File: src/logic/program_loader.sv
`timescale 1ns/1ps

module program_loader #(
	parameter int IMEM_AW = 10
) (
	input logic CLK,
	input logic rst_n,
	input logic load,
	input logic start,
	input logic prog_we,
	output logic [IMEM_AW-1:0] load_addr,
	output logic imem_we,
	output logic run,
	output logic pc_clear
);

	localparam logic [1:0] ST_IDLE = 2'd0;
	localparam logic [1:0] ST_LOAD = 2'd1;
	localparam logic [1:0] ST_RUN = 2'd2;

	logic [1:0] state;

	assign imem_we = (state == ST_LOAD) && prog_we; // writes only while loading.
	assign run = (state == ST_RUN);

	// pc is cleared on the same edge that enters run.
	assign pc_clear = (state == ST_IDLE) && !load && start;

	always_ff @(posedge CLK) begin
		if (!rst_n) begin
			state <= ST_IDLE;
			load_addr <= '0;
		end else begin
			case (state)
				ST_IDLE: begin
					if (load) begin
						state <= ST_LOAD;
						load_addr <= '0; // every load starts at word 0.
					end else if (start) begin
						state <= ST_RUN;
					end
				end
				ST_LOAD: begin
					if (imem_we)
						load_addr <= load_addr + 1'b1;
					if (!load)
						state <= ST_IDLE;
				end
				ST_RUN: begin
					state <= ST_RUN; // held until reset.
				end
				default: begin
					state <= ST_IDLE;
				end
			endcase
		end
	end

endmodule

File: config.mk
export PLATFORM = sky130hd
export DESIGN_NAME = program_loader
export DESIGN_NICKNAME = d
export VERILOG_FILES = /design/src/logic/program_loader.sv
export SDC_FILE = /design/constraint.sdc
export NUM_CORES = 1
export LEC_CHECK = 0
export BUFFER_PORTS_ARGS = -buffer_cell sky130_fd_sc_hd__buf_2
export CORE_UTILIZATION = 45
export CTS_BUF_LIST = sky130_fd_sc_hd__clkbuf_2
export CTS_CLUSTER_SIZE = 25
export DETAILED_ROUTE_END_ITERATION = 16
export PLACE_DENSITY = 0.78
export SLEW_MARGIN = 20
export SYNTH_ARGS = -nofsm -noshare
export SYNTH_HDL_FRONTEND = slang
export SYNTH_SLANG_ARGS = --single-unit
File: constraint.sdc
create_clock -name CLK -period 1.9 [get_ports CLK]
set_input_delay 0.38 -clock CLK [delete_from_list [all_inputs] [get_ports CLK]]
set_output_delay 0.38 -clock CLK [all_outputs]
set_load 0.01 [all_outputs]
Word level (Yosys, flattened, before mapping)
Cells that the tools add are included.
- bits in registers: 12
- input bits: 5
- word-level logic and storage cells: 24
- add/subtract/negate cells: 1
- equality and inequality tests: 6
- muxes and demuxes: 7
- reductions and logical operators: 8
- operators with widths (kind ; count):
    10-bit 2-to-1 mux ; 2
    10-bit one-hot mux with 2 select lines ; 1
    10-bit by 1-bit adder with 10-bit output, second input constant ; 1
    2-bit 2-to-1 mux ; 3
    2-bit != test, second input constant ; 3
    2-bit one-hot mux with 3 select lines ; 1
    1-bit logical AND ; 3
    3-bit != test, second input constant ; 1
    3-bit AND reduction ; 1
    2-bit by 1-bit == test with 1-bit output, second input constant ; 1
    2-bit == test, second input constant ; 1
    2-bit logical NOT ; 1
    2-bit AND reduction ; 1
    2-bit nonzero test ; 1
    1-bit logical NOT ; 1

Longest topological paths before layout
- depth after elaboration: 4
- gate-level depth with buffers: 4

Least setup slack after synthesis
OpenSTA, ideal clock, no wires.
- path kind: reg-to-reg
- start point: register load_addr[0]
- end point: register load_addr[6]
- arrival time: 1.404 ns
- required time: 1.830 ns
- setup slack: 0.426 ns
- cell stages (with the launch flop): 5
- path buffers: 0
- cells stage by stage: dfxtp_1 -> ha_1 -> nand4b_1 -> or4_1 -> a21oi_1
- cells in the longest elaborated chain, start to end: 3
- ends and longest elaborated chain (item ; line ; source):
    from (decl) ; 11 ; output logic [IMEM_AW-1:0] load_addr,
    from (signal assigned) ; 45 ; load_addr <= load_addr + 1'b1;
    10-bit by 1-bit adder with 10-bit output ; 45 ;
    10-bit 2-to-1 mux ; 44 ; if (imem_we)
    10-bit one-hot mux with 2 select lines ; 34 ; case (state)
Every way passes these cells. The select of a mux whose other input is x is not followed.
A chain may end at the register's enable or synchronous reset.

Worst setup path in the final report
- start point: register state[1]
- end point: output port imem_we
- cells in the longest elaborated chain, start to end: 2
- ends and longest elaborated chain (item ; line ; source):
    from (decl) ; 21 ; logic [1:0] state;
    from (signal assigned) ; 31 ; state <= ST_IDLE;
    from (signal assigned) ; 37 ; state <= ST_LOAD;
    from (signal assigned) ; 40 ; state <= ST_RUN;
    2-bit by 1-bit == test with 1-bit output ; 23 ; assign imem_we = (state == ST_LOAD) && prog_we;
    1-bit logical AND ; 23 ;
    to (decl) ; 12 ; output logic imem_we,
Every way passes these cells.

==> flow_summary.json <==
{
  "syn_inst": 71,
  "grt_pass1_vias": 496,
  "seq_area_um2": 240,
  "cts.clk_slew.worst_paths_ns": 0.13,
  "clock_sinks": 12,
  "rr_startpoint": "load_addr[0]",
  "required_ns": 1.52,
  "synth_edf_count": 0,
  "synth_area_per_cell_um2": 9.06,
  "hold_path_class": "input pin to register",
  "wl_per_cell_um": 12.9,
  "initial_utilization_pct": 48.8,
  "drtPass1Iterations": 4,
  "synth_flop_cell": "dfxtp_1",
  "path_buf_inv": 2,
  "htreeDepth": 1,
  "end_kind": "output pin",
  "antenna_cells": 0,
  "numCtsBuffers": 3,
  "placementRows": 13,
  "power_w": 0.000448,
  "cts.root.buffer_cell": "clkbuf_2",
  "rsz0062_at_grt": "false",
  "post_cts_buffers": 0,
  "max_slew.worst_pin.slew_ns": 0.466,
  "multi_input_area_um2": 369,
  "final.setup_skew_ns": 0.000895,
  "setup_violations": 0,
  "ys_seq_area_share_pct": 37.4,
  "rr_endpoint": "load_addr[6]",
  "maxSlewHeadroom_pct": 68.9,
  "synth_nets": 77,
  "finalCritPeriodShare_pct": 88.0,
  "area_growth_syn_to_layout_pct": 16.7,
  "vias": 618,
  "p_leak_nw": 0.289,
  "yosysUniqueCellTypes": 25,
  "antenna_found_initial": 0,
  "crit_type": "register to output pin",
  "cp.arrival_ns": 1.29,
  "clk_latency_ns": 0.27,
  "start_kind": "register",
  "fmax_mhz": 598,
  "drc": 0,
  "holdPathEnd": "state[0]",
  "wl_um": 1350,
  "tritoncts": "done",
  "overflow": 0,
  "hpwl_um": 960,
  "cpPeakStageDelay_ns": 0.63,
  "status": "finished clean",
  "antenna_left": 0,
  "gp_congestion": 0.816,
  "layout-drive-gt1-share_pct": 30.3,
  "finalSetupTns_ns": 0,
  "holdPathStages": 3,
  "ioPinCount": 18,
  "crit_chain": "nand3b_1, inv_1, buf_2",
  "path_max_fanout": 16,
  "synth_area_um2": 643,
  "postCtsHoldBufs": 0,
  "finalNonFillerCells": 104,
  "hold_viol_final": 0,
  "port_buffers": 17,
  "min_period_ns": 1.67,
  "core-area_um2": 1320,
  "drt-vias-per-instance": 5.94,
  "cpLargestDelayFamily": "flip-flops",
  "drt_iter0_drc": 23,
  "grtUsageTotal_pct": 20.8,
  "r2r_cells": 4,
  "drv_slew": 0,
  "cts-resized-gates": 0,
  "grt_pass1_wl_um": 2150,
  "yosysWarningCount": 0,
  "die_w_um": 39.8,
  "dpl.cell_count": 100,
  "drv_cap": 0,
  "ir_drop_uv": 348,
  "grt_max_degree": 17,
  "cts_max_path_buffers": 2,
  "p_per_area_nw_per_um2": 597,
  "hold_start": "load",
  "async_flop_share_pct": 0,
  "crit_slowest_cell": "dfxtp_1",
  "nets": 96,
  "mostFrequentLayoutCells": "buf_2 (17), dfxtp_1 (12), a21oi_1 (6)",
  "r2r_slack_ns": 0.30,
  "final_common_cell": "buf_2",
  "fp.dieH_um": 39.8,
  "hold_ws_ns": 0.351,
  "ys_ff_latch": 12,
  "n_fill_cell": 131,
  "dieArea_um2": 1580
}
[cells by family after synthesis]
family | after synthesis | synth area share, %
AOI/OAI and AO/OA | 15 | 13.6
DFF | 12 | 37.4
muxes | 4 | 6.23
adders and majority gates | 1 | 1.95
buffers and inverters | 7 | 5.25
and+or+nand+nor | 32 | 35.6
[stage by stage]
| step | setup slack, ns | instance area, um^2 | util (%) |
|---|---|---|---|
| after floorplan | 0.426 | 643 | - |
| after global placement | 0.435 | 732 | 55.6 |
| after detailed placement | 0.337 | 732 | 55.6 |
| after CTS | 0.236 | 751 | 57.0 |
| after global routing | 0.133 | 751 | 57.0 |
| final | 0.227 | 751 | 57.0 |
[registers in the layout, indices dropped and copies added, names as in the netlist]
name and cells:
state 2, load_addr 10
[synth_stat cells (all sizes together) (2+ instances only)]
cell	number	share of area (%)
dfxtp	12	37
a21oi	6	4.7
nand3	5	3.9
mux2i	4	6.2
nand2	4	2.3
nand3b	4	4.7
o21ai	4	3.1
or4	4	4.7
clkbuf	3	1.8
inv	3	1.8
nand4b	3	4.1
o31ai	3	3.5
a21boi	2	2.3
nand4	2	1.9
nor4	2	3.9
nor4b	2	3.7
[tightest hold or removal path: cells and delay by family]
family	cells	cell delay [ns]
buffers and inverters	1	0.12
and+or+nand+nor	2	0.09
[report_power, final]
group	internal, W	switching (W)	total, W
clock network	0.0000457	0.0000920	0.000138
registers	0.000255	0.00000896	0.000264
logic	0.0000199	0.0000262	0.0000462
[metal layers]
| metal | part of all wire [%] | track usage (%) | routed length, um |
|---|---|---|---|
| met5 | 0 | 0 | 0 |
| met1 | 44 | 25.1 | 598 |
| met2 | 49 | 33.6 | 660 |
| met3 | 5.6 | 3.41 | 75 |
| met4 | 0.82 | 12.9 | 11 |
[final cells by class]
cell class	count	share of cell area (%)
Tap cell	15	2.50
Multi-Input combinational cell	52	49.2
Clock buffer	3	2.00
Inverter	3	1.50
Clock inverter	1	0.500
Timing Repair Buffer	18	12.3
Sequential cell	12	32.0
[worst max path at each step]
stage | from | endpoint | slack, ns | depth (start not counted)
2_1_floorplan | load_addr[0] | load_addr[6] | 0.43 | 4
3_3_place_gp | load_addr[0] | load_addr[6] | 0.43 | 4
3_5_place_dp | load_addr[0] | load_addr[8] | 0.34 | 4
4_1_cts | state[1] | imem_we | 0.24 | 3
5_1_grt | load_addr[0] | load_addr[6] | 0.13 | 4
6_report | state[1] | imem_we | 0.23 | 3
No activity file was read; power rests on OpenSTA's default activity.
