[config.mk]
export PLATFORM = sky130hd
export DESIGN_NAME = program_counter
export DESIGN_NICKNAME = d
export VERILOG_FILES = /design/src/logic/ifid_pkg.sv /design/src/logic/program_counter.sv
export SDC_FILE = /design/constraint.sdc
export NUM_CORES = 1
export LEC_CHECK = 0
export BUFFER_PORTS_ARGS = -buffer_cell sky130_fd_sc_hd__buf_2
export CORE_MARGIN = 2
export CORE_UTILIZATION = 36
export DETAILED_ROUTE_END_ITERATION = 10
export GPL_ROUTABILITY_DRIVEN = 0
export PLACE_DENSITY_LB_ADDON = 0.08
export SYNTH_ARGS = -nofsm -noshare
export SYNTH_HDL_FRONTEND = slang
export SYNTH_SLANG_ARGS = --single-unit
[constraint.sdc]
create_clock -name CLK -period 2.2 [get_ports CLK]
set_input_delay 0 -clock CLK [delete_from_list [all_inputs] [get_ports CLK]]
set_output_delay 0 -clock CLK [all_outputs]
set_load 0.005 [all_outputs]
[src/logic/ifid_pkg.sv]
package ifid_pkg;

	localparam int WORD_W = 32;
	localparam int OP_W = 5;
	localparam int REG_AW = 4;
	localparam int IMM_W = 16;

	typedef logic [WORD_W-1:0] word_t;
	typedef logic [REG_AW-1:0] reg_addr_t;

	// register form, rb[2:0] doubles as the branch condition.
	typedef struct packed {
		logic [2:0] itype;
		logic [OP_W-1:0] op;
		reg_addr_t wc;
		reg_addr_t ra;
		reg_addr_t rb;
		logic [11:0] unused;
	} instr_reg_t;

	typedef struct packed {
		logic [2:0] itype;
		logic [OP_W-1:0] op;
		reg_addr_t wc;
		reg_addr_t ra;
		logic [IMM_W-1:0] imm;
	} instr_imm_t;

	typedef union packed {
		instr_reg_t r;
		instr_imm_t i;
	} instr_u;

	typedef enum logic [2:0] {
		ALU_REG = 3'd0,
		ALU_IMM = 3'd1,
		LOAD = 3'd2,
		STORE = 3'd3,
		JUMP = 3'd4
	} instr_class_e; // other codes decode as nop.

	typedef enum logic [1:0] {TF_NONE, TF_JUMP_IMM, TF_JUMP_REG} tf_op_e;
	typedef enum logic [1:0] {PC_INC = 2'd0, PC_IMM = 2'd1, PC_REG = 2'd2} pc_sel_e;
	typedef enum logic [1:0] {RB_ALU = 2'd0, RB_MEM = 2'd1, RB_PC = 2'd2} rb_sel_e;

	typedef enum logic [2:0] {
		ALWAYS, ZERO, NOT_ZERO, CARRY, SIGN, OVERFLOW, NOT_SIGN, NEVER
	} cond_e;

	typedef struct packed {
		logic z;
		logic c;
		logic s;
		logic o;
	} flags_t; // z is bit 3.

endpackage

[src/logic/program_counter.sv]
`timescale 1ns/1ps

module program_counter import ifid_pkg::*; #(
	parameter int IMEM_AW = 10
) (
	input logic CLK,
	input logic rst_n,
	input logic run,
	input logic pc_clear,
	input pc_sel_e pc_sel,
	input word_t imm_ext,
	input word_t prb,
	output logic [IMEM_AW-1:0] pc,
	output word_t pc_next_seq
);

	logic [IMEM_AW-1:0] pc_next;

	// link value, also the fall-through target.
	assign pc_next_seq = {{(WORD_W-IMEM_AW){1'b0}}, pc} + 32'd1;

	always_comb begin
		case (pc_sel)
			PC_IMM: pc_next = imm_ext[IMEM_AW-1:0];
			PC_REG: pc_next = prb[IMEM_AW-1:0];
			default: pc_next = pc_next_seq[IMEM_AW-1:0];
		endcase
	end

	always_ff @(posedge CLK) begin
		if (!rst_n) begin
			pc <= '0;
		end else if (pc_clear) begin
			pc <= '0;
		end else if (run) begin
			pc <= pc_next;
		end
	end

endmodule

After elaboration in Yosys (flattened, before gate mapping)
Index checks and enable logic that the tools add are counted.
- equality and inequality tests: 2
- reduce and logical (&&, ||, !) cells: 1
- bitwise logic cells: 1
- muxes and demuxes: 1
- add/subtract/negate cells: 1
- operators with widths (operator ; count):
    10-bit one-hot mux with 2 select lines ; 1
    10-bit by 1-bit adder with 11-bit output (second input constant) ; 1
    2-bit by 1-bit == test with 1-bit output (second input constant) ; 1
    2-bit == test (second input constant) ; 1
    2-bit OR reduction ; 1
    1-bit inverter ; 1
- flip-flop bits (word level): 10
- word-level logic and storage cells: 7
- input bits: 70
- output and inout bits: 42

Longest topological paths before layout
- depth after elaboration: 2
- depth in mapped cells: 8
- gate-level depth less buffers: 6

Worst setup path before layout
No wires, ideal clock.
- kind: reg-to-reg
- start point: register pc[0]
- end point: register pc[6]
- data arrival time: 1.241 ns
- library setup time: 0.132 ns
- required time: 2.068 ns
- clock period less this slack: 1.374 ns
- slack: 0.826 ns
- cell stages (with the launch flop): 6
- buffers on the path: 0
- cells stage by stage: dfxtp_1 ha_1 inv_1 or2_1 a31oi_1 a21oi_1
- longest elaborated chain between the ends: 2
- RTL lines (element ; line ; text):
    start, declared ; program_counter.sv:13 ; output logic [IMEM_AW-1:0] pc,
    start signal, assigned ; program_counter.sv:36 ; pc <= pc_next;
    10-bit by 1-bit adder with 11-bit output ; program_counter.sv:20 ; assign pc_next_seq = {{(WORD_W-IMEM_AW){1'b0}}, pc} + 32'd1;
    10-bit one-hot mux with 2 select lines ; program_counter.sv:23 ; case (pc_sel)
Every way passes these cells.
A chain may end at the register's enable or synchronous reset.

Final worst setup path
- start point: register pc[0]
- end point: output pc_next_seq[10]
- longest elaborated chain between the ends: 1
- RTL lines (element ; line ; text):
    10-bit by 1-bit adder with 11-bit output ; program_counter.sv:20 ;
    end, declared ; program_counter.sv:14 ; output word_t pc_next_seq
Every way passes these cells.

==> metrics.md <==
| Metric | Value |
|---|---|
| Clk slew on worst S/H paths | ~70 ps |
| Vias in the first global route | around 830 |
| TritonCTS Buffers | 3 |
| Fin crit period | 1750 ps |
| Syn Area/Cell | approximately 7.4 µm² |
| Cells after Synth | 128 |
| Flops & latches, synth | 10 |
| Most frequent cells in the layout | buf_2, conb_1, nor2_1, dfxtp_1, nand2_1 |
| Peak VDD IR | roughly 300 µV |
| Number of clock sinks | 10 |
| Largest regs | pc x10 |
| Final setup viols | 0 |
| Final Hold Fails | 0 |
| Post-Route WL | ~2400 µm |
| CTS resizes | 0 |
| CORE AREA | ~2500 µm² |
| # rows | 18 |
| Die area | a little over 3000 µm² |
| Antenna violations before repair | 0 |
| DRT iter0 DRCs | 29 |
| Hold buffer count at cts | 0 |
| Overall Global Routing Usage | 0.154 |
| Mapped Area | approximately 950 µm² |
| Inserted Diodes | 0 |
| CTS tree | built |
| Critical path endpoint | pc_next_seq[10] |
| Clock tree buffer depth | 2 |
| Worst-path fanout max | 8 |
| Remaining antenna violation count | 0 |
| Reg with most FFs | pc |
| Most common cell after layout, fill and taps aside | buf_2 |
| Slew headroom | 0.660 |
| Avg Vias per Cell | about 4.8 |
| R2R Setup Slk | ~640 ps |
| Worst setup path start | pc[0] |
| Max reg flops | 10 |
| Hold Path Class | in2reg |
| Chip Height | about 55 µm |
| Crit. End Element | primary output |
| Critical R2R Capture | pc[6] |
| Clk_lat worst skew | 270 ps |
| IO Port Bufs | 46 |
| Setup Buffers After CTS | 0 |
| RSZ-0062 raised after global routing | false |
| Layout area overhead | 17.9% |
| Initial core utilization | 0.380 |
| MaxCap Viol Count | 0 |
| Routed vias | 960 |
| Dpl cells | roughly 200 |
| Fin crit share | 0.795 |
| DRT Pass-1 Iters | 4 |
| FMAX | between 500 and 600 MHz |
| Average wire per standard cell | roughly 12 µm |
| Lkg Pwr | 0.000587 µW |
| Fin. max-slew vios | 0 |
| DPL Wire Length | 1820 µm |
| Largest net degree at the start of global routing | 18 |
| DRC Markers | 0 |
| PD cells | a little under 400 nW/µm² |
| Worst EP arrival | between 1500 and 2000 ps |
| H-tree depth | 1 |
| CP Data Required Time | around 2200 ps |
| I/O pin cnt | around 110 |
| Die X | ~55 µm |
| Worst r2r src | pc[0] |
| Yosys warns | 0 |
| Final std cells w/o fill | 198 |
| Outcome | complete, no violations |
| Final nets | ~240 |
| Synth unique cells | 34 |
| # fillers | a little under 300 |
| Clk root buf | clkbuf_4 |
| Worst slew pin tran | 510 ps |
| CP Class | reg2out |
| Layout cell share with drive strength beyond 1 | 0.321 |
| Total grt overflow | 0 |
| Setup Skew | roughly 1.7 ps |
| R2R depth | 5 |
| Sequential fraction of the synthesis area | 0.211 |
| Global-route wire length before repair | around 3800 µm |
| Final setup TNS | 0 ps |
| Setup crit start kind | flip-flop |
[worst min-delay path by stage]
| stage | start | endpoint | slack (ps) | depth (start not counted) |
|---|---|---|---|---|
| global route | prb[7] | pc[7] | 110 | 4 |
| floorplan | run | pc[8] | 220 | 2 |
| detailed placement | prb[7] | pc[7] | 370 | 4 |
| CTS | prb[7] | pc[7] | 90 | 4 |
| finish | prb[7] | pc[7] | 80 | 4 |
| global placement | imm_ext[9] | pc[9] | 380 | 4 |
[Yosys cell counts]
cell type	instances	share of area
nor4_1	1	0.0066
a311oi_1	1	0.0092
a221oi_1	2	0.018
or2_1	1	0.0066
o22ai_1	1	0.0066
xor2_1	4	0.037
o211a_1	1	0.011
nand3_1	6	0.032
a31o_2	1	0.0092
mux2i_1	2	0.021
nor3_1	3	0.016
nor2b_1	2	0.013
o21a_1	2	0.016
o21ai_0	5	0.026
nor2_1	12	0.047
buf_2	6	0.032
clkbuf_1	1	0.0039
a21oi_1	6	0.032
buf_4	21	0.17
a211oi_1	2	0.016
inv_1	6	0.024
nor3_2	1	0.011
nand2_1	9	0.036
nand4_2	1	0.013
a31oi_1	1	0.0066
a22oi_1	7	0.055
a21bo_2	2	0.021
nand2b_1	1	0.0066
conb_1	1	0.0039
a22o_1	1	0.0092
buf_1	1	0.0039
ha_1	3	0.039
xnor2_1	4	0.037
dfxtp_1	10	0.21
[cell families after synthesis]
kind of cell | Yosys count | share of synthesized area
fa+ha+maj | 3 | 0.0395
simple gates | 37 | 0.187
compound gates | 32 | 0.236
flops | 10 | 0.211
mux | 2 | 0.0211
other cells | 1 | 0.00394
xor+xnor | 8 | 0.0737
buf+inv | 35 | 0.229
[worst max-delay path, cell delays in order (launching register included)]
cell     delay, ps
dfxtp_1        470
ha_1           340
inv_1           80
or2_1          280
nor3_1         170
buf_2          140
[routing by layer]
layer,routed length [µm],part of all wire,up-vias,track usage
met2,1080,0.45,40,0.240
met4,0,0,0,0.0453
met5,0,0,-,0
li1,-,-,480,-
met1,1110,0.47,440,0.196
met3,186,0.078,0,0.0609
[where the power goes]
part           internal (µW)  switching [µW]  total (µW)
clock                   63.4            69.3         133
sequential               187            8.55         195
combinational           51.3            66.3         118
[final cells by class]
cell class,instances,area (µm²),area share
Multi-Input combinational cell,103,608,0.542
Timing Repair Buffer,46,230,0.205
Sequential cell,10,200,0.179
Tap cell,30,37.5,0.0335
Clock buffer,3,22.5,0.0201
Inverter,6,22.5,0.0201
[through the flow]
stage                     hold slack (ps)  cell area, µm²  utilization  setup slack, ps  total power, µW
after CTS                            86.3            1120        0.448              440              448
after floorplan                       224            1030            -              826              297
final                                83.5            1120        0.448              451              446
after global placement                376            1100        0.439              680              315
after detailed placement              369            1100        0.439              651              317
after global routing                  107            1120        0.448              331              468
Power figures use the tool's default switching activity.
