`src/logic/ifid_pkg.sv`:
```
package ifid_pkg;

	localparam int WORD_W = 32;
	localparam int OP_W = 5;
	localparam int REG_AW = 4;
	localparam int IMM_W = 16;

	typedef logic [WORD_W-1:0] word_t;
	typedef logic [REG_AW-1:0] reg_addr_t;

	// register form, rb[2:0] doubles as the branch condition.
	typedef struct packed {
		logic [2:0] itype;
		logic [OP_W-1:0] op;
		reg_addr_t wc;
		reg_addr_t ra;
		reg_addr_t rb;
		logic [11:0] unused;
	} instr_reg_t;

	typedef struct packed {
		logic [2:0] itype;
		logic [OP_W-1:0] op;
		reg_addr_t wc;
		reg_addr_t ra;
		logic [IMM_W-1:0] imm;
	} instr_imm_t;

	typedef union packed {
		instr_reg_t r;
		instr_imm_t i;
	} instr_u;

	typedef enum logic [2:0] {
		ALU_REG = 3'd0,
		ALU_IMM = 3'd1,
		LOAD = 3'd2,
		STORE = 3'd3,
		JUMP = 3'd4
	} instr_class_e; // other codes decode as nop.

	typedef enum logic [1:0] {TF_NONE, TF_JUMP_IMM, TF_JUMP_REG} tf_op_e;
	typedef enum logic [1:0] {PC_INC = 2'd0, PC_IMM = 2'd1, PC_REG = 2'd2} pc_sel_e;
	typedef enum logic [1:0] {RB_ALU = 2'd0, RB_MEM = 2'd1, RB_PC = 2'd2} rb_sel_e;

	typedef enum logic [2:0] {
		ALWAYS, ZERO, NOT_ZERO, CARRY, SIGN, OVERFLOW, NOT_SIGN, NEVER
	} cond_e;

	typedef struct packed {
		logic z;
		logic c;
		logic s;
		logic o;
	} flags_t; // z is bit 3.

endpackage

```
`src/logic/register_bank.sv`:
```
`timescale 1ns/1ps

module register_bank import ifid_pkg::*; (
	input logic CLK,
	input logic rst_n,
	input logic w_rb,
	input reg_addr_t wc,
	input reg_addr_t ra,
	input reg_addr_t rb,
	input word_t wpc,
	output word_t pra,
	output word_t prb
);

	localparam int NREGS = 2 ** REG_AW;

	word_t regs [NREGS];

	always_ff @(posedge CLK) begin
		if (!rst_n) begin
			for (int i = 0; i < NREGS; i++)
				regs[i] <= '0;
		end else if (w_rb) begin
			regs[wc] <= wpc;
		end
	end

	// no bypass, a same-cycle read sees the old value.
	assign pra = regs[ra];
	assign prb = regs[rb];

endmodule

```
`config.mk`:
```
export PLATFORM = sky130hd
export DESIGN_NAME = register_bank
export DESIGN_NICKNAME = d
export VERILOG_FILES = /design/src/logic/ifid_pkg.sv /design/src/logic/register_bank.sv
export SDC_FILE = /design/constraint.sdc
export NUM_CORES = 1
export LEC_CHECK = 0
export ABC_AREA = 1
export BUFFER_PORTS_ARGS = -buffer_cell sky130_fd_sc_hd__buf_4
export CORE_MARGIN = 8
export CORE_UTILIZATION = 35
export DETAILED_ROUTE_END_ITERATION = 8
export HOLD_SLACK_MARGIN = 0.12
export SLEW_MARGIN = 25
export SYNTH_ARGS = -nofsm -noshare
export SYNTH_HDL_FRONTEND = slang
export SYNTH_SLANG_ARGS = --single-unit
export TNS_END_PERCENT = 5
```
`constraint.sdc`:
```
create_clock -name CLK -period 4 [get_ports CLK]
set_clock_uncertainty 0.05 [all_clocks]
set_input_delay 0.8 -clock CLK [delete_from_list [all_inputs] [get_ports CLK]]
set_output_delay 0.8 -clock CLK [all_outputs]
set_load 0.01 [all_outputs]
```
## After elaboration in Yosys (flattened, before gate mapping)

Memory sizes are Yosys's and may differ from the RTL's.
Index checks and enable logic that the tools add are counted.

- Register bits: 0
- RAM bits: 512
- Output and inout bits: 64
- Memories kept: 1

Memory list:

| memory | words | width | rd ports | clocked after memory_dff | wr ports | RTL line | RTL |
|---|---|---|---|---|---|---|---|
| regs | 16 | 32 | 2 | 0 | 16 | register_bank.sv:17 | `word_t regs [NREGS];` |

- Muxes and demuxes: 7
- Reductions and logical operators: 1

Operators by type and width:

| operator | number |
|---|---|
| 32-bit 2-to-1 mux | 1 |
| 32-bit OR reduction | 1 |
| 1-bit 2-to-1 mux | 5 |
| 4-bit 2-to-1 mux | 1 |

## Depth between registers and ports, before layout

Gate-level depths: netlist (run 1).

- Word-level depth: 5
- Depth in mapped cells: 9

## Least setup slack after synthesis (run 1)

OpenSTA, ideal clock, no wires.

- Path type: input -> register
- Start: input rst_n
- End: memory regs[12][0] (netlist name), enable pin
- Setup time: 0.389 ns
- Arrival time: 2.305 ns
- Setup slack: 1.255 ns
- Stages on the path: 6
- Buffers on the path: 2
- Path through: buf_4 nand2_1 nor3_2 nand2_1 buf_6 nand2_1

RTL lines:

| element | RTL line | RTL |
|---|---|---|
| start, declared | register_bank.sv:5 | `input logic rst_n,` |
| end, declared | register_bank.sv:17 |  |

## Worst setup path in the final report (run 1)

- Start: input ra[0]
- End: output pra[2]

- Longest elaborated chain between the ends: 1

Ends and longest elaborated chain:

| element | RTL line | RTL |
|---|---|---|
| start, declared | register_bank.sv:8 | `input reg_addr_t ra,` |
| memory 16 x 32 bit | - |  |
| end, declared | register_bank.sv:11 | `output word_t pra,` |

No other way between the ends.

==> results of run 1 <==
[worst max-delay path, delay by kind of cell]
kind | cells | cell delay, ns
buf+inv | 4 | 1.14
simple gates | 5 | 0.57
[power groups by stage]
stage / clock, W / sequential [W] / combinational, W
6_report: 0.00516 / 0.00628 / 0.00205
5_1_grt: 0.00538 / 0.00631 / 0.00224
4_1_cts: 0.00520 / 0.00628 / 0.00203
3_5_place_dp: 0 / 0.00639 / 0.00202
3_3_place_gp: 0 / 0.00638 / 0.00201
2_1_floorplan: 0 / 0.00638 / 0.00123
[stage by stage]
step	worst slack (ns)	hold slack, ns	total power, W	util	instances
final	0.5823	0.6733	0.01348	0.3933	5050
after global routing	0.5168	0.7102	0.01393	0.3933	5050
after CTS	0.6570	0.6473	0.01351	0.3933	5050
after detailed placement	0.6586	1.313	0.008413	0.3724	4948
after global placement	0.6455	1.298	0.008392	0.3724	4948
after floorplan	1.255	1.026	0.007605	-	3898
[cell type report]
class                           count  share of cell area
Timing Repair Buffer              198             0.05673
Clock buffer                       71             0.04565
Sequential cell                   512              0.4613
Clock inverter                     31            0.007433
Multi-Input combinational cell   2537              0.3225
Inverter                          557             0.06341
Tap cell                         1144             0.04295
[kinds of logic after synthesis]
group	Yosys count	synth area share
buffers and inverters	849	0.1245
DFF	512	0.5168
and+or+nand+nor	2537	0.3587
[Yosys cell counts]
cell | number | area [sq um]
inv_1 | 555 | 2083
nor2_1 | 515 | 1933
buf_6 | 48 | 540.5
nand2_1 | 1122 | 4212
nand3_1 | 896 | 4484
buf_4 | 3 | 22.52
buf_2 | 116 | 580.6
edfxtp_1 | 512 | 15370
clkbuf_1 | 98 | 367.9
inv_2 | 2 | 7.510
buf_1 | 27 | 101.4
nor3_2 | 4 | 40.04
[placed cells by master, fill, tap and decap left out, types with 2 or more instances in the layout]
cell type	netlist	final
nand2_1	1122	1090
nand3_1	896	896
inv_1	555	549
nor2_1	515	515
edfxtp_1	512	512
buf_4	3	164
clkbuf_16	0	59
nand2_2	0	32
buf_12	0	31
clkinv_1	0	14
clkinv_2	0	12
clkbuf_1	98	12
nor3_2	4	4
bufinv_16	0	4
inv_8	0	2
inv_4	0	2
inv_2	2	2
clkbuf_8	0	2
[final timing paths]
| kind | start | endpoint | slack, ns | cells after the start |
|---|---|---|---|---|
| setup / recovery | ra[0] | pra[2] | 0.58 | 9 |
| hold / removal | wpc[14] | regs[0][14]$_SDFFCE_PN0P_ | 0.67 | 3 |
[per-layer routing]
layer / up-vias / wire, um / GRT usage
li1: 12270 / - / -
met1: 12500 / 43770 / 0.3109
met2: 1694 / 47640 / 0.3403
met3: 247 / 12780 / 0.04020
met4: 0 / 4001 / 0.08416
met5: - / 0 / 0
==> results.sh, run 1 <==
export IMPL_status="completed"
export IMPL_clock_power_share=0.382
export IMPL_rsz0062_at_grt="false"
export IMPL_io_buffers=110
export IMPL_cts_tree="done"
export IMPL_cpPeakStageDelay_ns=0.38
export IMPL_drc=0
export IMPL_crit_path_max_fanout=48
export IMPL_n_antenna_cell=0
export IMPL_tightestPinTransition_ns=0.8700
export IMPL_p_int_w=0.009737
export IMPL_pwr_share_seq=0.466
export IMPL_swShare=0.2779
export IMPL_worstHoldPathType="input port to flop"
export IMPL_coreArea_sq_um=84750
export IMPL_dieArea_sq_um=94580
export IMPL_syn_inst=3898
export IMPL_clockBufferDepth=3
export IMPL_areaGrowthSynthToFinish_pct=12.04
export IMPL_hold_buffers=0
export IMPL_multi_input_comb_area_sq_um=10750
export IMPL_cts_htree_levels=2
export IMPL_drive_gt1_frac=0.08141
export IMPL_grt_pass1_wl_um=159900
export IMPL_die_y_um=307.5
export IMPL_crit_path_top_delay_cell="buf_4"
export IMPL_comb_power_share=0.152
export IMPL_register_area_sq_um=15370
export IMPL_yosysWarnings=0
export IMPL_period_needed_ns=3.418
export IMPL_numCtsBuffers=58
export IMPL_fillers=8538
export IMPL_syn_nets=3945
export IMPL_post_cts_buffers=0
export IMPL_final_setup_viol_count=0
export IMPL_antenna_found_initial=0
export IMPL_grt_use_total=0.2219
export IMPL_design_area_sq_um=33330
export IMPL_drv_slew=0
export IMPL_clkSlewWorstSetupHoldPaths_ns=0.06
export IMPL_p_leak_nw=15.38
export IMPL_crit_required_ns=3.15
export IMPL_critPathKind="input port to output port"
export IMPL_netlist_area_sq_um=29750
export IMPL_drt_total_wl_um=108200
export IMPL_ys_seq_area_frac=0.5168
export IMPL_ctsResizeCount=0
export IMPL_vdd_ir_drop_max_v=0.0003164
export IMPL_hold_violations=0
export IMPL_drtIter0Drc=3348
export IMPL_grt_pass1_vias=25080
export IMPL_grt_ovfl_total=0
export IMPL_wire_per_inst_um=21.42
export IMPL_pin_count=111
export IMPL_largest_reg_flops=512
export IMPL_p_switching_w=0.003747
export IMPL_place_congestion=0.8056
export IMPL_cts_root_buffer="clkbuf_16"
export IMPL_dpl_cell_area_sq_um=31560
export IMPL_dieWidth_um=307.5
export IMPL_power_density_nw_per_um2=404.6
export IMPL_clock_sinks=512
export IMPL_grt_max_degree=129
export IMPL_timing_fmax_mhz=292.6
export IMPL_finalCritPeriodShare=0.8544
export IMPL_cp_end_kind="output port"
export IMPL_start_util=0.3510
export IMPL_finalSetupTns_ns=0
export IMPL_slew_headroom=0.4200
export IMPL_vias=26710
export IMPL_synth_ff_latch_count=512
export IMPL_cp_start_kind="input port"
export IMPL_syn_area_per_cell_sq_um=7.631
export IMPL_fin_nets=3911
export IMPL_path_cells="clkbuf_8, inv_8, buf_4, nand2_1, nand3_1, nand3_1, nand3_1, nand2_1, buf_4"
export IMPL_drt_vias_per_instance=5.288
export IMPL_drv_cap=0
export IMPL_arrival_ns=2.57
export IMPL_critPathMostFrequentCell="nand3_1"
export IMPL_firstDrtPassIters=6
export IMPL_top_regs="regs (512)"
export IMPL_rows=107
export IMPL_ant_nets=0
export IMPL_regMostFlops="regs"
export IMPL_synth_cell_type_count=12
export IMPL_dp_hpwl_um=59380
No activity file was read; power rests on OpenSTA's default activity.
==> run 2, diff against run 1 <==
--- a/config.mk
+++ b/config.mk
@@ -6,7 +6,7 @@
 export NUM_CORES = 1
 export LEC_CHECK = 0
 export ABC_AREA = 1
-export BUFFER_PORTS_ARGS = -buffer_cell sky130_fd_sc_hd__buf_4
+export BUFFER_PORTS_ARGS = -buffer_cell sky130_fd_sc_hd__clkbuf_2
 export CORE_MARGIN = 8
 export CORE_UTILIZATION = 35
 export DETAILED_ROUTE_END_ITERATION = 8
==> run 2 against run 1 <==
Net effect: clock power increased by 5.4%; fmax down 2.3%; largest cell class unchanged; power rose by 1.7%; first-iteration DRC count rose by 3.5%; setup slack worse by 0.081 ns; global-route usage barely moved; via count about the same; critical endpoint is now pra[23].
==> results.sh, run 2 (same netlist as run 1, synthesis figures left out) <==
export IMPL_cts_root_buffer="clkbuf_16"
export IMPL_firstDrtPassIters=6
export IMPL_multi_input_comb_area_sq_um=10750
export IMPL_layout_common_cells="nand2_1, nand3_1, inv_1, nor2_1, edfxtp_1"
export IMPL_dieWidth_um=307.5
export IMPL_final_cells=5068
export IMPL_period_needed_ns=3.499
export IMPL_finalCritPeriodShare=0.8747
export IMPL_setup_ws_ns=0.5014
export IMPL_wire_per_inst_um=21.41
export IMPL_register_area_sq_um=15370
export IMPL_final_common_cell="nand2_1"
export IMPL_dp_hpwl_um=60520
export IMPL_dp_slack_ns=0.5804
export IMPL_grt_pass1_wl_um=159900
export IMPL_final_setup_viol_count=0
export IMPL_tightestPinTransition_ns=0.8780
export IMPL_dpl_cell_area_sq_um=31320
export IMPL_timing_fmax_mhz=285.8
export IMPL_rsz0062_at_grt="false"
export IMPL_drive_gt1_frac=0.08563
export IMPL_grt_ovfl_total=0
export IMPL_drc=0
export IMPL_start_util=0.3510
export IMPL_slew_headroom=0.4147
export IMPL_fin_util=0.3920
export IMPL_clock_sinks=512
export IMPL_post_cts_buffers=0
export IMPL_crit_required_ns=3.15
export IMPL_arrival_ns=2.65
export IMPL_worstHoldPathType="input port to flop"
export IMPL_pin_count=111
export IMPL_cp_start_kind="input port"
export IMPL_hold_violations=0
export IMPL_areaGrowthSynthToFinish_pct=11.67
export IMPL_clkSlewWorstSetupHoldPaths_ns=0.06
export IMPL_dieArea_sq_um=94580
export IMPL_drv_slew=0
export IMPL_grt_use_total=0.2221
export IMPL_grt_pass1_vias=25170
export IMPL_n_antenna_cell=0
export IMPL_drv_cap=0
export IMPL_ctsResizeCount=0
export IMPL_cts_htree_levels=2
export IMPL_cp_endpoint="pra[23]"
export IMPL_die_y_um=307.5
export IMPL_drt_total_wl_um=108500
export IMPL_regMostFlops="regs"
export IMPL_critPathKind="input port to output port"
export IMPL_design_area_sq_um=33220
export IMPL_vdd_ir_drop_max_v=0.0003499
export IMPL_dp_cells=4957
export IMPL_ant_nets=0
export IMPL_drt_vias_per_instance=5.275
export IMPL_largest_reg_flops=512
export IMPL_fin_nets=3921
export IMPL_cts_tree="done"
export IMPL_grt_max_degree=109
export IMPL_crit_path_max_fanout=45
export IMPL_power_density_nw_per_um2=412.8
export IMPL_drtIter0Drc=3464
export IMPL_crit_path_start="ra[2]"
export IMPL_hold_buffers=0
export IMPL_fillers=8563
export IMPL_rows=107
export IMPL_finalSetupTns_ns=0
export IMPL_numCtsBuffers=59
export IMPL_place_congestion=0.8161
export IMPL_clockBufferDepth=3
export IMPL_top_regs="regs (512)"
export IMPL_vias=26730
export IMPL_coreArea_sq_um=84750
export IMPL_cp_end_kind="output port"
export IMPL_status="completed"
export IMPL_io_buffers=110
export IMPL_p_leak_nw=15.41
export IMPL_antenna_found_initial=0
## run 2: changes by cell type in the layout (fill, tap and decap cells not counted), sizes merged
cell	change
clkbuf	+103
buf	-95
clkinv	+6
bufinv	+3
inv	+2
clkinvlp	-1
## run 2: how the worst min path moves through the flow
| stage | from | endpoint | slack (ns) | depth (start not counted) |
|---|---|---|---|---|
| 6_report | wpc[26] | regs[12][26]$_SDFFCE_PN0P_ | 0.66 | 3 |
| 5_1_grt | wpc[26] | regs[12][26]$_SDFFCE_PN0P_ | 0.67 | 3 |
| 4_1_cts | wpc[26] | regs[5][26]$_SDFFCE_PN0P_ | 0.64 | 3 |
| 3_5_place_dp | wpc[26] | regs[15][26]$_SDFFCE_PN0P_ | 1.31 | 3 |
| 3_3_place_gp | wpc[26] | regs[5][26]$_SDFFCE_PN0P_ | 1.29 | 3 |
| 2_1_floorplan | wpc[10] | regs[0][10]$_SDFFCE_PN0P_ | 1.03 | 2 |
## run 2: through the flow
step                total power [W]  hold slack (ns)
floorplan                  0.007605            1.026
global placement           0.008341            1.291
detailed placement         0.008359            1.308
CTS                         0.01375           0.6398
global route                0.01418           0.6738
finish                      0.01371           0.6622
## run 2: metal layers
layer,routed length (um),global-route usage
met2,48290,0.3467
met4,4599,0.08832
met1,43590,0.3058
met5,0,0
met3,12050,0.03828
## run 2: final cells by class
type                            instances  share of cell area
Clock inverter                         41             0.01145
Sequential cell                       512              0.4628
Tap cell                             1144             0.04309
Multi-Input combinational cell       2537              0.3236
Timing Repair Buffer                  207             0.04972
Clock buffer                           70             0.04569
Inverter                              557             0.06362
## run 2: report_power, final
part / internal, W / total, W / switching, W
Sequential: 0.00620 / 0.00628 / 0.0000759
Combinational: 0.000551 / 0.00199 / 0.00144
Clock: 0.00315 / 0.00544 / 0.00229
## run 2: critical path, stage by stage
cell	delay [ns]
buf_4	0.13
clkinv_2	0.04
buf_4	0.68
buf_4	0.44
nand3_1	0.13
nand3_1	0.11
nand2_1	0.14
clkbuf_2	0.16
