==> src/logic/ifid_pkg.sv <==
package ifid_pkg;

	localparam int WORD_W = 32;
	localparam int OP_W = 5;
	localparam int REG_AW = 4;
	localparam int IMM_W = 16;

	typedef logic [WORD_W-1:0] word_t;
	typedef logic [REG_AW-1:0] reg_addr_t;

	// register form, rb[2:0] doubles as the branch condition.
	typedef struct packed {
		logic [2:0] itype;
		logic [OP_W-1:0] op;
		reg_addr_t wc;
		reg_addr_t ra;
		reg_addr_t rb;
		logic [11:0] unused;
	} instr_reg_t;

	typedef struct packed {
		logic [2:0] itype;
		logic [OP_W-1:0] op;
		reg_addr_t wc;
		reg_addr_t ra;
		logic [IMM_W-1:0] imm;
	} instr_imm_t;

	typedef union packed {
		instr_reg_t r;
		instr_imm_t i;
	} instr_u;

	typedef enum logic [2:0] {
		ALU_REG = 3'd0,
		ALU_IMM = 3'd1,
		LOAD = 3'd2,
		STORE = 3'd3,
		JUMP = 3'd4
	} instr_class_e; // other codes decode as nop.

	typedef enum logic [1:0] {TF_NONE, TF_JUMP_IMM, TF_JUMP_REG} tf_op_e;
	typedef enum logic [1:0] {PC_INC = 2'd0, PC_IMM = 2'd1, PC_REG = 2'd2} pc_sel_e;
	typedef enum logic [1:0] {RB_ALU = 2'd0, RB_MEM = 2'd1, RB_PC = 2'd2} rb_sel_e;

	typedef enum logic [2:0] {
		ALWAYS, ZERO, NOT_ZERO, CARRY, SIGN, OVERFLOW, NOT_SIGN, NEVER
	} cond_e;

	typedef struct packed {
		logic z;
		logic c;
		logic s;
		logic o;
	} flags_t; // z is bit 3.

endpackage

==> src/logic/ctrl_if.sv <==
`timescale 1ns/1ps

interface ctrl_if import ifid_pkg::*; ();

	logic [OP_W-1:0] op_alu;
	logic w_dm;
	logic w_rb;
	rb_sel_e s_mxrb;
	logic s_mxse;
	tf_op_e tf_op;
	word_t imm_ext;

	modport dec (
		output op_alu, w_dm, w_rb, s_mxrb, s_mxse, tf_op, imm_ext
	);

	modport tst (
		input tf_op
	);

	// stage outputs and the jump target.
	modport top (
		input op_alu, w_dm, w_rb, s_mxrb, s_mxse, imm_ext
	);

endinterface

==> src/logic/control_decoder.sv <==
`timescale 1ns/1ps

module control_decoder import ifid_pkg::*; (
	input instr_u instr,
	ctrl_if.dec ctrl
);

	instr_class_e iclass;
	logic [OP_W-1:0] op;
	logic [IMM_W-1:0] imm;

	assign iclass = instr_class_e'(instr.r.itype);
	assign op = instr.r.op;
	assign imm = instr.i.imm;

	// op[4] picks zero extension.
	assign ctrl.imm_ext = op[4] ? {{(WORD_W-IMM_W){1'b0}}, imm}
		: {{(WORD_W-IMM_W){imm[IMM_W-1]}}, imm};

	always_comb begin
		ctrl.op_alu = '0; // add.
		ctrl.w_dm = 1'b0;
		ctrl.w_rb = 1'b0;
		ctrl.s_mxrb = RB_ALU;
		ctrl.s_mxse = 1'b0;
		ctrl.tf_op = TF_NONE;
		case (iclass)
			ALU_REG: begin
				ctrl.op_alu = op;
				ctrl.w_rb = 1'b1;
			end
			ALU_IMM: begin
				ctrl.op_alu = op;
				ctrl.w_rb = 1'b1;
				ctrl.s_mxse = 1'b1;
			end
			LOAD: begin
				ctrl.w_rb = 1'b1;
				ctrl.s_mxse = 1'b1;
				ctrl.s_mxrb = RB_MEM;
			end
			STORE: begin
				ctrl.w_dm = 1'b1;
				ctrl.s_mxse = 1'b1;
			end
			JUMP: begin
				// op[0] links, op[1] jumps through a register.
				ctrl.w_rb = op[0];
				ctrl.s_mxrb = op[0] ? RB_PC : RB_ALU;
				ctrl.tf_op = op[1] ? TF_JUMP_REG : TF_JUMP_IMM;
			end
			default: begin
				ctrl.tf_op = TF_NONE; // nop.
			end
		endcase
	end

endmodule

==> src/flat_wrapper.sv <==
// flat-port wrapper written by rule: the top's interface ports become plain ports
module control_decoder_flat import ifid_pkg::*;
  (instr, ctrl_op_alu, ctrl_w_dm, ctrl_w_rb, ctrl_s_mxrb, ctrl_s_mxse, ctrl_tf_op, ctrl_imm_ext);
  ctrl_if ctrl_i ();
  input instr_u instr;
  output wire logic [$bits(ctrl_i.op_alu)-1:0] ctrl_op_alu;
  output wire logic [$bits(ctrl_i.w_dm)-1:0] ctrl_w_dm;
  output wire logic [$bits(ctrl_i.w_rb)-1:0] ctrl_w_rb;
  output wire logic [$bits(ctrl_i.s_mxrb)-1:0] ctrl_s_mxrb;
  output wire logic [$bits(ctrl_i.s_mxse)-1:0] ctrl_s_mxse;
  output wire logic [$bits(ctrl_i.tf_op)-1:0] ctrl_tf_op;
  output wire logic [$bits(ctrl_i.imm_ext)-1:0] ctrl_imm_ext;
  assign ctrl_op_alu = ctrl_i.op_alu;
  assign ctrl_w_dm = ctrl_i.w_dm;
  assign ctrl_w_rb = ctrl_i.w_rb;
  assign ctrl_s_mxrb = ctrl_i.s_mxrb;
  assign ctrl_s_mxse = ctrl_i.s_mxse;
  assign ctrl_tf_op = ctrl_i.tf_op;
  assign ctrl_imm_ext = ctrl_i.imm_ext;
  control_decoder u_core (.instr(instr), .ctrl(ctrl_i));
endmodule
==> config.mk <==
export PLATFORM = sky130hd
export DESIGN_NAME = control_decoder_flat
export DESIGN_NICKNAME = d
export VERILOG_FILES = /design/src/logic/ifid_pkg.sv /design/src/logic/ctrl_if.sv /design/src/logic/control_decoder.sv /design/src/flat_wrapper.sv
export SDC_FILE = /design/constraint.sdc
export NUM_CORES = 1
export LEC_CHECK = 0
export ABC_CLOCK_PERIOD_IN_PS = 2600
export BUFFER_PORTS_ARGS = -buffer_cell sky130_fd_sc_hd__buf_4
export CAP_MARGIN = 20
export CORE_AREA = 2 2 39 41
export DETAILED_ROUTE_END_ITERATION = 8
export DIE_AREA = 0 0 41 43
export GPL_TIMING_DRIVEN = 0
export PLACE_DENSITY_LB_ADDON = 0.05
export SYNTH_ARGS = -nofsm -noshare
export SYNTH_HDL_FRONTEND = slang
export SYNTH_SLANG_ARGS = --single-unit
==> constraint.sdc <==
create_clock -name vclk -period 2.6
set_input_delay 0.52 -clock vclk [all_inputs]
set_output_delay 0.52 -clock vclk [all_outputs]
set_load 0.005 [all_outputs]
# Word level (Yosys, flattened, before mapping)
# Index checks and enable logic that the tools add are counted.
classes:
  n_eq_ne: 4
  reduce_logical: 4
  mux: 9
ops:
  columns: ["cell", "count"]
  rows:
  - ["2-to-1 mux 32 bit", 1]
  - ["equality test 3 x 2 -> 1 bit (second input constant)", 2]
  - ["2-to-1 mux 2 bit", 3]
  - ["OR reduction 3 bit", 2]
  - ["2-to-1 mux 5 bit", 1]
  - ["one-hot mux 2 bit (2 select lines)", 1]
  - ["equality test 3 x 1 -> 1 bit (second input constant)", 1]
  - ["equality test 3 bit (second input constant)", 1]
  - ["logical NOT 3 bit", 1]
  - ["2-to-1 mux 1 bit", 2]
  - ["one-hot mux 1 bit (2 select lines)", 1]
  - ["OR reduction 2 bit", 1]
word_totals:
  output_inout_bits: 44
  inputBits: 32
  elab_cells: 17
  register_bits: 0

# Longest topological paths before layout
# Gate-level depths: netlist of run 1.
logic_depth:
  depth_word: 3
  depth_mapped: 2
  ltp_nobuf: 2

# Worst setup path after synthesis of run 1
# No wires, ideal clock.
synth_timing:
  path_kind: "input to output"
  startpoint: "input instr[15] in the netlist's numbering"
  endpoint: "output ctrl_imm_ext[17]"
  path_slack_ns: 0.714
  arrival_time_ns: 1.366
  cell_stages: 2
  n_path_buf: 1
  required_ns: 2.080
  path_cell_list: "nor2b_1 -> buf_4"
synth_between:
  elab_chain_cells: 1
synth_lines:
  columns: ["element", "line", "rtl"]
  rows:
  - ["start: declaration", "flat_wrapper.sv:5", "input instr_u instr;"]
  - ["2-to-1 mux 32 bit", "control_decoder.sv:17", "assign ctrl.imm_ext = op[4] ? {{(WORD_W-IMM_W){1'b0}}, imm}"]
  - ["end: declaration", "flat_wrapper.sv:12", "output wire logic [$bits(ctrl_i.imm_ext)-1:0] ctrl_imm_ext;"]
# No other way between the ends.

# Worst setup path after layout of run 1
layout_timing:
  startpoint: "input instr[28] in the netlist's numbering"
  endpoint: "output ctrl_imm_ext[27]"
# The elaborated chain is that of the path after synthesis.

==> run summary, run 1 <==
For the count of nets left with antenna violations after detail routing, the log shows 0. Setup repair after global routing left no endpoint under its margin. The warning count from the yosys run is 0, and the total routing usage reported by global routing is 0.09491. The post-placement cell count was 116. The remaining routing DRC violations is 0, and the minimum period implied by the final worst setup slack is 2178 ps. The tool flagged a number of max-cap violations equal to 0. Ratio of cells with drive above 1 in the final layout: 0.8800. Routability-driven placement finished with a final weighted congestion of 0.7560. The final layout contains routed wiring with a total length of 1.046 mm.

In the routed layout, each cell is associated on average with a via count of 3.819. The post-route cell area was 762.0 um^2; the number of max-slew violations in the final report was 0. The number of buffer cells added on primary ports is 53. The die covers 1763 um^2.

The post-synthesis net count was 79; the multiplexer share of the synthesized area was 0. For the number of hold-slack violations in the final timing report, the log shows 0. Dividing the detail-routed wire length by the instance count gives 9.017 um. The die width is 41 um. The number of placement rows is 14, and the area used by sequential logic in the layout is 0 um^2. The count of non-filler cells in the finished layout is 116, and the total of clock buffers placed in the layout is 0. The initial DRC count was 3; the headroom to the max-slew limit was 0.3911. The highest net fanout along the worst path was 16; the utilization after layout was 0.5506. The run gives 134 as the final net count.

The maximum VDD drop is 0.00006986 V. By area, the combinational part of the netlist is dominated by buffers and inverters. The initial antenna violation count was 0.

The number of setup buffers added after CTS was 0. The tools report the first-pass iteration count of the detailed router as 3. The number of setup violations in the final report is 0. Summing over every cut layer, the via total after detailed routing is 443. In this run the mean area of a mapped cell was 7.321 um^2. The tools report the wire length of the first global-routing pass as 1.276 mm. The run finished with clean final reports.

Compared with the post-synthesis result, the final layout area differs by 121.5%. The number of cells on the worst hold path is 2, and the total standard cell area after synthesis is 344.1 um^2. Adder-cell area share of the yosys netlist: 0. The final hold slack came out at 1206 ps. The endpoint arrival time on the critical path was 1660 ps. The number of global-route vias before repair is 317. STA classifies the critical path startpoint as a primary input. After technology mapping, the gate count stands at 47. For the pin with the worst max-slew slack, the measured transition is 911.5 ps.

The netlist uses 11 different library cells. For this run the aggregate overflow at the end of global routing stands at 0. The share of the yosys chip area belonging to registers came out at 0. The logs give 459.1 MHz for the fmax and 2080 ps for the worst path required time.

The final critical-path share of the clock period was 0.8378. The die span in y is 43 um, and the xor/xnor share of the synthesized area is 0. In the final timing run, aggregate negative setup slack is 0 ps. The run gives 0.2486 as the starting utilization of the core area. STA classifies the critical path endpoint as an output port. The hold buffer count at CTS was 0; the area of the placeable core was 1384 um^2. The number of primary I/O pins is 76, and the power density relative to cell area is 153.0 nW/um^2. The worst setup path is of the in -> out kind. The area share of and/or/nand/nor cells after synthesis is 0.2873. The tightest min-delay check is of the in -> out type. The diode insertion count for antenna repair is 0, and the leakage power summed over all cells is 0.4720 nW. The logs give 762.0 um^2 for the cell area reported after detailed placement and 956.8 um for the detailed-placement wirelength estimate. The run gives 17 as the largest net degree at the start of global routing. The compound-gate portion of the synthesized area was 0.03636. There are 0 flip-flops and latches.

Gates resized during post-CTS repair numbered 0.
cell type report:
type | count | area [um^2]
timing repair buffer | 53 | 397.9
tap | 16 | 20.02
fill | 147 | 621.8
buffer | 31 | 232.7
multi-input combinational | 16 | 111.4
Yosys cell counts:
cell type | number | area share
a21oi_1 | 1 | 0.015
nor3b_1 | 1 | 0.022
nor2_1 | 1 | 0.011
a21o_1 | 1 | 0.022
nor2b_1 | 1 | 0.018
nor4b_2 | 1 | 0.044
and3b_2 | 1 | 0.029
and2_1 | 5 | 0.091
and3_1 | 2 | 0.036
buf_4 | 31 | 0.68
nor2_2 | 2 | 0.036
layer usage:
layer / vias to the layer above / global-route usage / share of wire / wire [um]
met1: 181 / 0.1044 / 0.30 / 317
met4: 0 / 0 / 0 / 0
met3: 0 / 0 / 0.15 / 156
met2: 37 / 0.1938 / 0.55 / 573
li1: 225 / - / - / -
met5: - / 0 / 0 / 0
path summary, 6_finish.rpt:
check	from	slack (ps)	end
setup / recovery	instr[28]	420	ctrl_imm_ext[27]
hold / removal	instr[8]	1210	ctrl_imm_ext[8]
power by group:
part           internal [mW]  leakage [nW]  total [mW]  switching [mW]
Combinational         0.0818         0.472       0.117          0.0348
Sequential                 0             0           0               0
Clock                      0             0           0               0
cell families (layout without fill, tap and decap cells):
family,after synthesis,after routing
AND/OR/NAND/NOR,14,14
buffers and inverters,31,84
AO/OA/AOI/OAI,2,2
through the flow:
step                power (mW)  worst slack, ps
floorplan              0.05149            713.8
global placement        0.1175            429.7
detailed placement      0.1183            395.7
CTS                     0.1184            392.9
global route            0.1261            259.9
finish                  0.1166            421.7
cell usage in the layout (no fill, tap or decap), drive strengths merged:
cell / synthesis / final
nor3b: 1 / 1
nor2b: 1 / 1
nor2: 3 / 3
and2: 5 / 5
and3: 2 / 2
buf: 31 / 84
a21oi: 1 / 1
a21o: 1 / 1
nor4b: 1 / 1
and3b: 1 / 1
critical path: stages:
cell and delay (ps):
buf_4 110, nor2b_1 700, buf_4 230, buf_4 100
Power figures use the tool's default switching activity.
==> run 2, diff against run 1 <==
- ABC_CLOCK_PERIOD_IN_PS: 2600 -> 1900
- CORE_AREA: 2 2 39 41 -> default
- CORE_ASPECT_RATIO: default -> 1.2
- CORE_MARGIN: default -> 2
- CORE_UTILIZATION: default -> 22
- DIE_AREA: 0 0 41 43 -> default
- clock period: 2.6 -> 1.9 ns (I/O delays scaled with it)
==> run 2 against run 1 <==
  * Worst setup slack got worse by 130 ps
  * Count of clock-buffer cells in the layout did not move
  * Global-route usage shrank 1.4 points
  * Flip-flop and latch count did not move
  * Hold slack got worse by 280 ps
  * Via count is 1.1% higher
  * Wire length shrank 3.0%
  * Largest cell class unchanged
  * Highest routed layer unchanged
==> run summary, run 2 (synthesis results as in run 1) <==
The tools report the total routing usage reported by global routing as 0.08065 (was 0.09491). The area added between synthesis and finish was 122.5% (was 121.5%). The logs give 271 (was 317) for the number of global-route vias before repair and 1520 ps (was 2080 ps) for the worst path required time. The final net count is 134 (unchanged).

The logs give 1445 um^2 (was 1384 um^2) for the area of the placeable core and 0 (unchanged) for the initial antenna violation count. The remaining routing DRC violations came out at 0 (unchanged). The wire length per cell after detailed routing was 8.675 um (was 9.017 um). For the area used by sequential logic in the layout, the log shows 0 um^2 (unchanged). The run finished with clean final reports. For the utilization after layout, the log shows 0.5299 (was 0.5506). The placer's final routability congestion estimate was 0.7729 (was 0.7560). The total grt overflow was 0 (unchanged); the ratio of cells with drive above 1 in the final layout was 0.8900 (was 0.8800). The commonest non-fill, non-tap cell in the layout was buf_4 (unchanged). The final-layout setup total negative slack was 0 ps (unchanged). The initial DRC count is 0 (was 3). The total of clock buffers placed in the layout is 0 (unchanged), and the largest net degree at the start of global routing is 17 (unchanged). First-pass iteration count of the detailed router: 1 (was 3). The number of max-slew violations in the final report was 0 (unchanged). Type of the most critical hold path: in -> out (unchanged).

The total number of vias is 448 (was 443). The number of primary I/O pins came out at 76 (unchanged). The tools report the count of maximum capacitance violations as 0 (unchanged). Die width: 40.10 um (was 41 um). The detailed-route vias per instance is 3.829 (was 3.819).

The post-route cell area was 765.7 um^2 (was 762.0 um^2); the endpoint arrival time on the critical path was 1230 ps (was 1660 ps). The tools report the sort of element at the end of the critical path as an output port (unchanged). The post-placement worst setup slack was -4.200 ps (was 395.7 ps).

The power density relative to cell area was 208.3 nW/um^2 (was 153.0 nW/um^2). Startpoint type of the worst setup path: a primary input (unchanged). The logs give 0.4731 nW (was 0.4720 nW) for the leakage power summed over all cells and 1.124 mm (was 1.276 mm) for the wire length of the first global-routing pass.

Static timing analysis puts the maximum clock frequency at 621.0 MHz. Total wirelength of the detailed-routed design: 1.015 mm (was 1.046 mm). Count of nets left with antenna violations after detail routing: 0 (unchanged). The run gives 0.2381 (was 0.2486) as the starting utilization of the core area.

The total power of the final layout was 0.1595 mW (was 0.1166 mW); the number of hold-slack violations in the final timing report was 0 (unchanged). The final critical-path share of the clock period is 0.8475. The run gives 0.6391 (was 0.3911) as the headroom to the max-slew limit. Commonest cells after routing, fill and taps aside: 84 x buf_4, 5 x and2_1, 2 x nor2_2, 2 x and3_1 (unchanged).

The run gives 0 (unchanged) as the number of setup violations in the final report. The number of setup buffers added after CTS came out at 0 (unchanged). The number of buffer cells added on primary ports is 53 (unchanged), and the minimum setup slack in the final design is 289.8 ps (was 421.7 ps).

The worst path needs 1610 ps of the cycle, external delays included. The die footprint is 1898 um^2 (was 1763 um^2), and the slew at the pin closest to its max-slew limit is 538.8 ps (was 911.5 ps). The die span in y was 47.32 um (was 43 um). The critical path start-end classification is in -> out (unchanged). The tools report the diode insertion count for antenna repair as 0 (unchanged).

Setup repair after global routing left no endpoint under its margin. The number of flip-flops and latches is 0 (unchanged). The logs give 0 (unchanged) for the hold buffer count at CTS and 763.2 um^2 (was 762.0 um^2) for the cell area reported after detailed placement. The highest net fanout along the worst path was 16 (unchanged); the number of placement rows was 15 (was 14). The maximum VDD drop was 0.00008693 V (was 0.00006986 V).
==> run 2: metal layers <==
layer | up-vias | wire, um | GRT usage
met1 | 180 | 278 | 0.08146
met5 | - | 0 | 0
met2 | 44 | 496 | 0.1710
met4 | 0 | 0 | 0
met3 | 0 | 241 | 0.01422
li1 | 224 | - | -
==> run 2: worst max-delay path, cell delays in order <==
cell,delay [ps]
buf_4,110
nor2b_2,440
buf_4,200
buf_4,100
==> run 2: area by class of cell <==
| class | count | area, um^2 |
|---|---|---|
| repair buffers | 53 | 397.9 |
| well taps | 17 | 21.27 |
| plain buffers | 31 | 232.7 |
| multi-input cells | 16 | 113.9 |
| fillers | 150 | 679.4 |
==> run 2: final timing paths <==
check | from | endpoint | slack [ps] | cells after the start
hold / removal | instr[11] | ctrl_imm_ext[11] | 930 | 2
setup / recovery | instr[28] | ctrl_imm_ext[22] | 290 | 4
==> run 2: where the power goes <==
group,internal (mW),total (mW),leakage [nW],switching [mW]
clock network,0,0,0,0
registers,0,0,0,0
logic,0.112,0.159,0.473,0.0476
==> run 2: through the flow <==
stage | hold WS (ps) | cells
3_5_place_dp | 927.6 | 117
2_1_floorplan | 784.2 | 47
5_1_grt | 929.8 | 117
3_3_place_gp | 927.0 | 117
6_report | 926.0 | 117
4_1_cts | 927.6 | 117
==> run 2: what timing repair did <==
action                                  in CTS  in global routing
gates resized for setup                      1                  0
hold endpoints to repair                     0                  0
endpoints found under the setup margin      15                  0
